## config.mk

```make
export PLATFORM = sky130hd
export DESIGN_NAME = adc_ctrl_top
export DESIGN_NICKNAME = d
export VERILOG_FILES = /design/src/logic/adc_pkg.sv /design/src/logic/adc_apb_regs.sv /design/src/logic/adc_conv_sequencer.sv /design/src/logic/adc_ctrl_top.sv /design/src/logic/adc_sample_store.sv /design/src/logic/adc_serial_reader.sv
export SDC_FILE = /design/constraint.sdc
export NUM_CORES = 1
export LEC_CHECK = 0
export ABC_AREA = 1
export ABC_CLOCK_PERIOD_IN_PS = 13630
export BUFFER_PORTS_ARGS = -buffer_cell sky130_fd_sc_hd__buf_2
export CAP_MARGIN = 10
export CORE_AREA = 2 2 140 142
export DETAILED_ROUTE_END_ITERATION = 8
export DIE_AREA = 0 0 142 144
export GPL_TIMING_DRIVEN = 1
export PLACE_DENSITY_LB_ADDON = 0.25
export SYNTH_ARGS = -nofsm -noshare
export SYNTH_HDL_FRONTEND = slang
export SYNTH_HIERARCHICAL = 1
export SYNTH_SLANG_ARGS = --single-unit
export TNS_END_PERCENT = 50
```

## constraint.sdc

```tcl
create_clock -name clk_in -period 13.63 [get_ports clk_in]
set_input_delay 2.0445 -clock clk_in [delete_from_list [all_inputs] [get_ports clk_in]]
set_output_delay 2.0445 -clock clk_in [all_outputs]
set_load 0.01 [all_outputs]
```

## src/logic/adc_pkg.sv

```systemverilog
package adc_pkg;

	////////////////////////////////////////////////////////////
	// converter and register map constants
	////////////////////////////////////////////////////////////

	localparam int SAMPLE_W = 18;                       // ad7608 resolution
	localparam logic [2:0] OS_MIN = 3'd1;               // 2x oversampling minimum, 8 channels need it

	localparam logic [7:0] REG_CTRL      = 8'h00;       // run, os code
	localparam logic [7:0] REG_STATUS    = 8'h04;       // frame counter
	localparam logic [7:0] REG_DATA_BASE = 8'h10;       // channel c at base + 4*c

	////////////////////////////////////////////////////////////
	// shared structs
	////////////////////////////////////////////////////////////

	typedef struct packed {
		logic [7:0]  paddr;                             // byte offset
		logic        psel;
		logic        penable;
		logic        pwrite;
		logic [31:0] pwdata;
	} apb_req_t;

	typedef struct packed {
		logic [31:0] prdata;
		logic        pready;
		logic        pslverr;
	} apb_rsp_t;

	typedef struct packed {
		logic [2:0] os;                                 // oversampling pins
		logic       convst_n;                           // convert start, active low
		logic       adc_reset;                          // converter reset, active high
		logic       sclk;                               // serial bit clock
		logic       cs_n;                               // chip select, active low
	} adc_pins_t;

	typedef struct packed {
		logic                       valid;              // one write this cycle
		logic [2:0]                 chan;               // target channel
		logic signed [SAMPLE_W-1:0] data;               // raw two's complement word
	} sample_wr_t;

endpackage

```

## src/logic/adc_apb_regs.sv

```systemverilog
`timescale 1ns/10ps

module adc_apb_regs #(
	parameter int N_CHAN = 8                            // number of readable data registers
) (
	input  logic                                   clk_in,
	input  logic                                   reset_in,
	input  adc_pkg::apb_req_t                      apb_req,
	output adc_pkg::apb_rsp_t                      apb_rsp,
	output logic                                   run,
	output logic [2:0]                             os_code,
	output logic [2:0]                             rd_chan,
	input  logic signed [adc_pkg::SAMPLE_W-1:0]    rd_data,
	input  logic [15:0]                            frame_count
);

	////////////////////////////////////////////////////////////
	// address decode
	////////////////////////////////////////////////////////////

	logic       access;                                 // apb access phase
	logic       is_ctrl;
	logic       is_status;
	logic       is_data;
	logic [7:0] data_off;                               // offset from data base
	logic [2:0] wr_os;                                  // os field of write data
	logic [2:0] os_clamped;

	assign access    = apb_req.psel & apb_req.penable;
	assign is_ctrl   = (apb_req.paddr == adc_pkg::REG_CTRL);
	assign is_status = (apb_req.paddr == adc_pkg::REG_STATUS);
	assign data_off  = apb_req.paddr - adc_pkg::REG_DATA_BASE;
	assign is_data   = (apb_req.paddr >= adc_pkg::REG_DATA_BASE) &&
		(data_off < 8'(4 * N_CHAN)) && (apb_req.paddr[1:0] == 2'b00);   // word aligned only
	assign rd_chan   = data_off[4:2];                   // channel index into the store

	assign wr_os      = apb_req.pwdata[3:1];
	assign os_clamped = (wr_os < adc_pkg::OS_MIN) ? adc_pkg::OS_MIN : wr_os;   // never below min

	////////////////////////////////////////////////////////////
	// control register
	////////////////////////////////////////////////////////////

	always_ff @(posedge clk_in or posedge reset_in) begin
		if (reset_in) begin
			run     <= 1'b0;
			os_code <= adc_pkg::OS_MIN;
		end else if (access && apb_req.pwrite && is_ctrl) begin   // commit at end of access
			run     <= apb_req.pwdata[0];
			os_code <= os_clamped;
		end
	end

	////////////////////////////////////////////////////////////
	// read mux and response
	////////////////////////////////////////////////////////////

	always_comb begin
		apb_rsp.pready  = 1'b1;                         // no wait states
		apb_rsp.pslverr = 1'b0;
		apb_rsp.prdata  = '0;
		if (access) begin
			if (!(is_ctrl || is_status || is_data)) begin
				apb_rsp.pslverr = 1'b1;                 // unmapped offset
			end else if (apb_req.pwrite && !is_ctrl) begin
				apb_rsp.pslverr = 1'b1;                 // status and data are read only
			end else if (is_ctrl) begin
				apb_rsp.prdata = {28'd0, os_code, run};
			end else if (is_status) begin
				apb_rsp.prdata = {16'd0, frame_count};
			end else begin
				apb_rsp.prdata = {{(32 - adc_pkg::SAMPLE_W){rd_data[adc_pkg::SAMPLE_W-1]}},
					rd_data};                           // sign extend to bus width
			end
		end
	end

endmodule

```

## src/logic/adc_conv_sequencer.sv

```systemverilog
`timescale 1ns/10ps

module adc_conv_sequencer #(
	parameter int MIN_T_CYCLE = 85                      // min cycles between convert starts
) (
	input  logic clk_in,
	input  logic reset_in,
	input  logic run,
	input  logic busy,
	output logic convst_n
);

	localparam int CNT_W = $clog2(MIN_T_CYCLE + 1);

	typedef enum logic [1:0] {
		CV_IDLE,                                        // wait for run
		CV_CONVST,                                      // single cycle convert pulse
		CV_CONV                                         // wait out cycle time and busy
	} cv_state_t;

	cv_state_t        state;
	cv_state_t        state_nxt;
	logic [CNT_W-1:0] cnt;                              // cycles spent in current state
	logic             cycle_done;

	assign cycle_done = (cnt == CNT_W'(MIN_T_CYCLE)) && !busy;

	////////////////////////////////////////////////////////////
	// next state
	////////////////////////////////////////////////////////////

	always_comb begin
		state_nxt = state;
		case (state)
			CV_IDLE:   if (run) state_nxt = CV_CONVST;
			CV_CONVST: state_nxt = CV_CONV;
			CV_CONV: begin
				if (cycle_done) begin
					state_nxt = run ? CV_CONVST : CV_IDLE;   // finish cycle, then stop if run dropped
				end
			end
			default:   state_nxt = CV_IDLE;
		endcase
	end

	always_ff @(posedge clk_in or posedge reset_in) begin
		if (reset_in) begin
			state <= CV_IDLE;
			cnt   <= '0;
		end else begin
			state <= state_nxt;
			if (state != state_nxt) begin
				cnt <= '0;                              // restart on every transition
			end else if (cnt != CNT_W'(MIN_T_CYCLE)) begin
				cnt <= cnt + 1'b1;                      // saturate so long busy cannot wrap
			end
		end
	end

	assign convst_n = (state != CV_CONVST);             // low for exactly one cycle

endmodule

```

## src/logic/adc_ctrl_top.sv

```systemverilog
`timescale 1ns/10ps

module adc_ctrl_top #(
	parameter int N_CHAN      = 8,                      // 4, 6 or 8
	parameter int MIN_T_CYCLE = 85,                     // 5 us at 17 MHz
	parameter int SCLK_DIV    = 2                       // even, 2 or more
) (
	input  logic               clk_in,
	input  logic               reset_in,
	input  adc_pkg::apb_req_t  apb_req,
	output adc_pkg::apb_rsp_t  apb_rsp,
	input  logic               busy,
	input  logic               dout_a,
	input  logic               dout_b,
	output adc_pkg::adc_pins_t adc_pins
);

	logic                                run;
	logic [2:0]                          os_code;
	logic [2:0]                          rd_chan;
	logic signed [adc_pkg::SAMPLE_W-1:0] rd_data;
	logic [15:0]                         frame_count;
	logic                                convst_n;
	logic                                sclk;
	logic                                cs_n;
	adc_pkg::sample_wr_t                 sample_wr;
	logic                                frame_done;

	////////////////////////////////////////////////////////////
	// blocks
	////////////////////////////////////////////////////////////

	adc_apb_regs #(.N_CHAN(N_CHAN)) i_regs (
		.clk_in(clk_in), .reset_in(reset_in), .apb_req(apb_req), .apb_rsp(apb_rsp),
		.run(run), .os_code(os_code), .rd_chan(rd_chan), .rd_data(rd_data),
		.frame_count(frame_count)
	);

	adc_conv_sequencer #(.MIN_T_CYCLE(MIN_T_CYCLE)) i_seq (
		.clk_in(clk_in), .reset_in(reset_in), .run(run), .busy(busy), .convst_n(convst_n)
	);

	adc_serial_reader #(.N_CHAN(N_CHAN), .SCLK_DIV(SCLK_DIV)) i_reader (
		.clk_in(clk_in), .reset_in(reset_in), .busy(busy), .dout_a(dout_a),
		.dout_b(dout_b), .sclk(sclk), .cs_n(cs_n), .sample_wr(sample_wr),
		.frame_done(frame_done)
	);

	adc_sample_store #(.N_CHAN(N_CHAN)) i_store (
		.clk_in(clk_in), .reset_in(reset_in), .sample_wr(sample_wr),
		.frame_done(frame_done), .rd_chan(rd_chan), .rd_data(rd_data),
		.frame_count(frame_count)
	);

	// converter pins
	assign adc_pins.os        = os_code;
	assign adc_pins.convst_n  = convst_n;
	assign adc_pins.adc_reset = reset_in;               // converter held in reset with us
	assign adc_pins.sclk      = sclk;
	assign adc_pins.cs_n      = cs_n;

endmodule

```

## src/logic/adc_sample_store.sv

```systemverilog
`timescale 1ns/10ps

module adc_sample_store #(
	parameter int N_CHAN = 8
) (
	input  logic                                clk_in,
	input  logic                                reset_in,
	input  adc_pkg::sample_wr_t                 sample_wr,
	input  logic                                frame_done,
	input  logic [2:0]                          rd_chan,
	output logic signed [adc_pkg::SAMPLE_W-1:0] rd_data,
	output logic [15:0]                         frame_count
);

	logic signed [adc_pkg::SAMPLE_W-1:0] samples [N_CHAN];   // latest word per channel

	////////////////////////////////////////////////////////////
	// sample registers and frame counter
	////////////////////////////////////////////////////////////

	always_ff @(posedge clk_in or posedge reset_in) begin
		if (reset_in) begin
			for (int i = 0; i < N_CHAN; i++) begin
				samples[i] <= '0;                       // reads as zero before first frame
			end
			frame_count <= '0;
		end else begin
			if (sample_wr.valid) begin
				samples[sample_wr.chan] <= sample_wr.data;   // visible next cycle
			end
			if (frame_done) begin
				frame_count <= frame_count + 1'b1;      // wraps at 16 bits
			end
		end
	end

	// guard channels past N_CHAN when fewer are built
	assign rd_data = ({1'b0, rd_chan} < 4'(N_CHAN)) ? samples[rd_chan] : '0;

endmodule

```

## src/logic/adc_serial_reader.sv

```systemverilog
`timescale 1ns/10ps

module adc_serial_reader #(
	parameter int N_CHAN   = 8,                         // even, half on each data line
	parameter int SCLK_DIV = 2                          // clk_in cycles per serial bit
) (
	input  logic                clk_in,
	input  logic                reset_in,
	input  logic                busy,
	input  logic                dout_a,
	input  logic                dout_b,
	output logic                sclk,
	output logic                cs_n,
	output adc_pkg::sample_wr_t sample_wr,
	output logic                frame_done
);

	localparam int SW     = adc_pkg::SAMPLE_W;
	localparam int N_HALF = N_CHAN / 2;                 // words per data line
	localparam int DIV_W  = (SCLK_DIV > 2) ? $clog2(SCLK_DIV) : 1;
	localparam int BIT_W  = $clog2(SW);
	localparam int WRD_W  = (N_HALF > 2) ? $clog2(N_HALF) : 1;

	typedef enum logic [1:0] {
		RD_IDLE,                                        // wait for busy to rise
		RD_READ,                                        // clock out both lines
		RD_WAIT                                         // wait for busy to fall
	} rd_state_t;

	rd_state_t        state;
	logic [DIV_W-1:0] div_cnt;                          // position inside bit period
	logic [BIT_W-1:0] bit_cnt;                          // bit inside word
	logic [WRD_W-1:0] word_cnt;                         // word position on each line
	logic [SW-1:0]    shift_a;
	logic [SW-1:0]    shift_b;
	logic [SW-1:0]    hold_b;                           // b word waiting for its write slot
	logic             pend_b;                           // b write due next cycle
	logic             last_b;                           // pending b word ends the frame
	logic             pend_done;
	logic             sample_tick;                      // sclk rising cycle
	logic             word_tick;                        // last bit of a word sampled
	logic             last_tick;                        // final cycle of the read

	assign sample_tick = (state == RD_READ) && (div_cnt == '0);
	assign word_tick   = sample_tick && (bit_cnt == BIT_W'(SW - 1));
	assign last_tick   = (state == RD_READ) && (div_cnt == DIV_W'(SCLK_DIV - 1)) &&
		(bit_cnt == BIT_W'(SW - 1)) && (word_cnt == WRD_W'(N_HALF - 1));

	assign cs_n = (state != RD_READ);
	assign sclk = (state == RD_READ) && (div_cnt < DIV_W'(SCLK_DIV / 2));   // high in first half

	////////////////////////////////////////////////////////////
	// state and bit counters
	////////////////////////////////////////////////////////////

	always_ff @(posedge clk_in or posedge reset_in) begin
		if (reset_in) begin
			state    <= RD_IDLE;
			div_cnt  <= '0;
			bit_cnt  <= '0;
			word_cnt <= '0;
		end else begin
			case (state)
				RD_IDLE: if (busy) state <= RD_READ;    // read overlaps conversion
				RD_READ: if (last_tick) state <= RD_WAIT;
				RD_WAIT: if (!busy) state <= RD_IDLE;   // re-arm only after busy falls
				default: state <= RD_IDLE;
			endcase
			if (state != RD_READ) begin
				div_cnt  <= '0;
				bit_cnt  <= '0;
				word_cnt <= '0;
			end else if (div_cnt == DIV_W'(SCLK_DIV - 1)) begin
				div_cnt <= '0;
				if (bit_cnt == BIT_W'(SW - 1)) begin
					bit_cnt  <= '0;
					word_cnt <= word_cnt + 1'b1;
				end else begin
					bit_cnt <= bit_cnt + 1'b1;
				end
			end else begin
				div_cnt <= div_cnt + 1'b1;
			end
		end
	end

	always_ff @(posedge clk_in) begin
		if (sample_tick) begin
			shift_a <= {shift_a[SW-2:0], dout_a};       // msb first
			shift_b <= {shift_b[SW-2:0], dout_b};
		end
		if (word_tick) begin
			hold_b <= {shift_b[SW-2:0], dout_b};
		end
	end

	////////////////////////////////////////////////////////////
	// store writes, a word then b word
	////////////////////////////////////////////////////////////

	always_ff @(posedge clk_in or posedge reset_in) begin
		if (reset_in) begin
			sample_wr  <= '0;
			pend_b     <= 1'b0;
			last_b     <= 1'b0;
			pend_done  <= 1'b0;
			frame_done <= 1'b0;
		end else begin
			sample_wr.valid <= 1'b0;
			pend_b          <= word_tick;
			pend_done       <= pend_b && last_b;
			frame_done      <= pend_done;               // one cycle after last b write
			if (word_tick) begin
				sample_wr.valid <= 1'b1;
				sample_wr.chan  <= 3'(word_cnt);        // line a channel
				sample_wr.data  <= {shift_a[SW-2:0], dout_a};
				last_b          <= (word_cnt == WRD_W'(N_HALF - 1));
			end else if (pend_b) begin
				sample_wr.valid <= 1'b1;
				sample_wr.chan  <= sample_wr.chan + 3'(N_HALF);   // matching line b channel
				sample_wr.data  <= hold_b;
			end
		end
	end

endmodule

```

Word-level counts from Yosys, hierarchy flattened
Cells that the tools add are included.

Bits in registers: 261. Output and inout port bits: 41.

Add/sub/neg operators: 7. Magnitude comparators: 7. Equality and inequality tests: 15. Mux-type cells: 35. Bitwise operators: 4. Reduce and logical (&&, ||, !) cells: 28.

Operators with widths (count): $mux W32 (5); $bwmux W144 (1); $bmux W18 S3 (1); $demux W18 S3 (1); $mux W18 (3); $mux W22 (2); $add A16 B1 Y16 const B (1); $mux W2 (8); $mux W5 (3); $logic_and A1 B1 Y1 (14); $mux W7 (2); $pmux W2 S3 (2); $eq A8 B3 Y1 const B (1); $ge A4 B4 Y1 const B (2); $ge A8 B5 Y1 const B (1); $logic_not A8 Y1 (1); $lt A8 B6 Y1 const B (1); $not A3 Y4 (2); $reduce_bool A2 Y1 (4); $sub A8 B5 Y8 const B (1); $add A7 B1 Y7 const B (1); $eq A7 B7 Y1 const B (1); $ne A7 B7 Y1 const B (1); $eq A2 B2 Y1 const B (3); other kinds (21) (34).

Logic depth before layout (Yosys ltp)
Word-level depth: 10. Gate-level depth with buffers: 13. Gate-level depth less buffers: 10.

Hierarchy
The synthesis kept the hierarchy.

By module, submodules not included: adc_sample_store (times used 1, cells an instance 887, area each 7201.9 µm²); adc_serial_reader (times used 1, cells an instance 282, area each 3407.0 µm²); adc_apb_regs (times used 1, cells an instance 159, area each 929.6 µm²); adc_conv_sequencer (times used 1, cells an instance 59, area each 509.2 µm²); adc_ctrl_top (times used 1, cells an instance 4, area each 30.0 µm²).

Worst setup path after synthesis
Ideal clock, no wire load.

Path kind: input to output. Start point: in apb_req[37] (netlist name). End point: out apb_rsp[20] (netlist name). Data arrival time: 3.838 ns. Required time: 11.585 ns. Setup slack: 7.748 ns. Cell stages on the path: 11. Cell sequence: buf_4 buf_2 inv_2 clkbuf_1 nor2_1 o21ai_0 nand2_1 nand2_1 nand2_1 nor2_1 buf_4.

RTL lines: start, declared (RTL line adc_ctrl_top.sv:10) `input adc_pkg::apb_req_t apb_req,`; end, declared (RTL line adc_ctrl_top.sv:11) `output adc_pkg::apb_rsp_t apb_rsp,`.

==> run_results.csv <==
group,metric,value,unit
clocking,ctsHoldBuffers,0,
sta,tightestPinTransition,0.975,ns
sta,post-route-min-period,6.86,ns
yosys,avgSynthCellArea,8.68,sq um
clocking,clock_sinks,261,
yosys,ys_types,36,
cells_and_area,n_antenna_cell,0,
critical_path,worstPathCellList,"buf_2, buf_4, inv_2, buf_4, o21ai_0, o21ai_0, nand2_1, nand2_1, nand2_1, nor2_1, buf_2",
cells_and_area,fin_util,0.695,
run,cap_violations,0,
clocking,post_cts_buffers,0,
yosys,ys_ff_latch,261,
sta,fin_crit_sh,0.504,
detailed_routing,viasPerCell,5.58,
yosys,seq_area_frac_synth,0.562,
detailed_routing,wl_per_cell,15.9,microns
yosys,synth-main-ff-cell,"dfrtp_1",
yosys,syn_area,12100,sq um
power,ir_drop,0.000115,V
critical_path,cpMostUsedCell,"nand2_1",
power,p_total,2.02,mW
cells_and_area,fin_nets,1459,
floorplan,die_h,144,microns
yosys,synthTopCellsByArea,"dfrtp_1 (43%), edfxtp_1 (13%), o21ai_0 (9.9%)",
sta,rsz0062_at_grt,"false",
sta,hold_violations,0,
floorplan,pin_count,89,
yosys,syn_nets,1447,
clocking,ctsResizeCount,0,
yosys,synth-edff-count,52,
yosys,synth_top_area_frac,0.431,
critical_path,cpMaxStageDelayCell,"inv_2",
detailed_routing,first_iter_violations,727,
detailed_routing,wirelength,26.4,mm
critical_path,rrSetupSlack,10.87,ns
sta,setup_viol_count_final,0,
cells_and_area,drive_gt1_frac,0.124,
critical_path,path_max_fanout,76,
detailed_routing,vias,9267,
critical_path,end_kind,"output pin",
sta,max_freq,146,MHz
grt,grt_overflow,0,
power,static-leakage-power,6.36,nW
critical_path,crit_arrival,4.82,ns
grt,grtUsageTotal,0.264,
yosys,netlist_instances,1391,
grt,grt_max_degree,83,
place,dpl.hpwl,15.0,mm
detailed_routing,drc,0,
clocking,root_buffer,"clkbuf_16",
grt,grt_pass1_vias,8808,
outcome,status,"finished clean",
detailed_routing,antenna_left,0,
critical_path,worstSetupStartpointType,"input port",
grt,antenna_found_initial,0,
floorplan,coreArea,19100,sq um
grt,grt_pass1_wl,43.5,mm
yosys,yosysTopAreaCell,"dfrtp_1",
clocking,clk_path_buf_depth,3,
sta,drv_slew,0,
clocking,clk_pin_slew,0.06,ns
floorplan,fp.dieW,142,microns
floorplan,start_util,0.633,
sta,slew_headroom,0.350,
sta,clock_skew,0.00766,ns
detailed_routing,dr.pass1.iters,5,
clocking,clock_latency,0.52,ns
power,p_per_area,152,nW/um^2
clocking,htreeDepth,1,
clocking,cts_tree,"yes",
yosys,yosysWarnings,6,
critical_path,critPathKind,"input port to output pin",
sta,setup_tns,0,ns
hold_path,min_path_type,"register to register",
floorplan,fp-row-count,51,
place,gp_congestion,0.830,
yosys,postSynth.asyncResetShare,0.801,
cells_and_area,area_delta_synth_final,9.86,%
clocking,numCtsBuffers,27,
place,portBuffers,59,
floorplan,die_area,20400,sq um
critical_path,cpPeakStageDelay,0.52,ns
critical_path,critical_path_required,11.59,ns
routing by layer:
metal | track usage | share of wire | up-vias
li1 | - | - | 4500
met1 | 0.366 | 0.43 | 4453
met2 | 0.434 | 0.48 | 267
met3 | 0.0358 | 0.059 | 47
met4 | 0.0942 | 0.030 | 0
met5 | 0 | 0 | -
cells in the final DEF, fill, tap and decap left out, drive strengths merged:
cell | Yosys | layout
xor2 | 9 | 9
nand2 | 340 | 340
ha | 8 | 8
nand4 | 9 | 9
nor2 | 183 | 183
a21oi | 21 | 21
nand3 | 89 | 89
inv | 109 | 111
bufinv | 0 | 8
dfstp | 1 | 1
edfxtp | 52 | 52
o21bai | 1 | 1
clkbuf | 32 | 29
o21ai | 261 | 261
dfrtp | 208 | 208
clkinvlp | 0 | 6
clkinv | 3 | 8
conb | 1 | 1
nand3b | 1 | 1
nor3 | 2 | 2
buf | 55 | 70
xnor2 | 6 | 6
sequential cells by signal, indices dropped and copies added, names as in the netlist:
name                 count
i_reader/word_cnt        2
i_reader/bit_cnt         5
i_reader/pend_done       1
i_seq/state              2
i_store/samples        144
i_reader/pend_b          1
i_reader/hold_b         18
i_reader/shift_b        17
i_reader/div_cnt         1
i_regs/os_code           3
i_store/frame_count     16
i_regs/run               1
i_reader/sample_wr      22
i_reader/last_b          1
i_reader/state           2
i_seq/cnt                7
i_reader/shift_a        17
i_reader/frame_done      1
layout make-up:
class	instances	area [sq um]
well taps	238	298
clock buffers	29	693
clock inverters	21	328
fillers	1430	5810
repair buffers	70	378
flip-flops and latches	261	6790
inverters	112	429
multi-input cells	931	4350
worst max-delay path, delay by kind of cell:
| family | cells | cell delay (ns) |
|---|---|---|
| AO/OA/AOI/OAI | 2 | 0.27 |
| buffers and inverters | 5 | 1.72 |
| AND/OR/NAND/NOR | 4 | 0.71 |
cells in the mapped netlist, types with 2 or more instances:
library cell	count
a21oi_1	21
buf_1	2
buf_2	21
buf_4	22
buf_6	10
clkbuf_1	32
clkinv_1	2
dfrtp_1	208
edfxtp_1	52
ha_1	8
inv_1	100
inv_2	8
nand2_1	317
nand2_2	20
nand2_4	3
nand3_1	82
nand3_2	6
nand4_1	9
nor2_1	170
nor2_2	6
nor2_4	6
o21ai_0	240
o21ai_1	18
o21ai_2	3
xnor2_1	6
xor2_1	9
power breakdown:
part | leakage (nW) | switching, mW | internal, mW
combinational | 2.51 | 0.179 | 0.0779
sequential | 3.37 | 0.0632 | 0.867
clock | 0.480 | 0.308 | 0.522
metrics by stage:
stage          worst slack [ns]  hold WS, ns  instance area, sq um  instances
3_3_place_gp               6.88        0.336                 12200       1612
3_5_place_dp               6.82        0.348                 12200       1612
4_1_cts                    6.78        0.362                 13300       1662
6_report                   6.77        0.359                 13300       1662
2_1_floorplan              7.27        0.331                 12100       1391
5_1_grt                    6.40        0.364                 13300       1662
cell families (layout without fill, tap and decap cells):
logic type	count (synthesis)	count (layout)	share of synthesized area
buf+inv	199	232	0.0774
fa+ha+maj	8	8	0.00829
xor+xnor	15	15	0.0109
compound gates	283	283	0.118
other cells	1	1	0.000310
simple gates	624	624	0.222
flops	261	261	0.562
worst paths after layout:
check                                    startpoint                   to  cells after the start
worst max-delay path                    apb_req[37]          apb_rsp[26]                     11
worst min-delay path             i_reader/pend_done  i_reader/frame_done                      0
worst max register to register  i_reader/bit_cnt[1]   i_reader/hold_b[1]                      6
worst min register to register   i_reader/pend_done  i_reader/frame_done                      0
max in group asynchronous                  reset_in  i_store/samples[88]                      3
min in group asynchronous                  reset_in           i_regs/run                      2
Power figures use the tool's default switching activity.
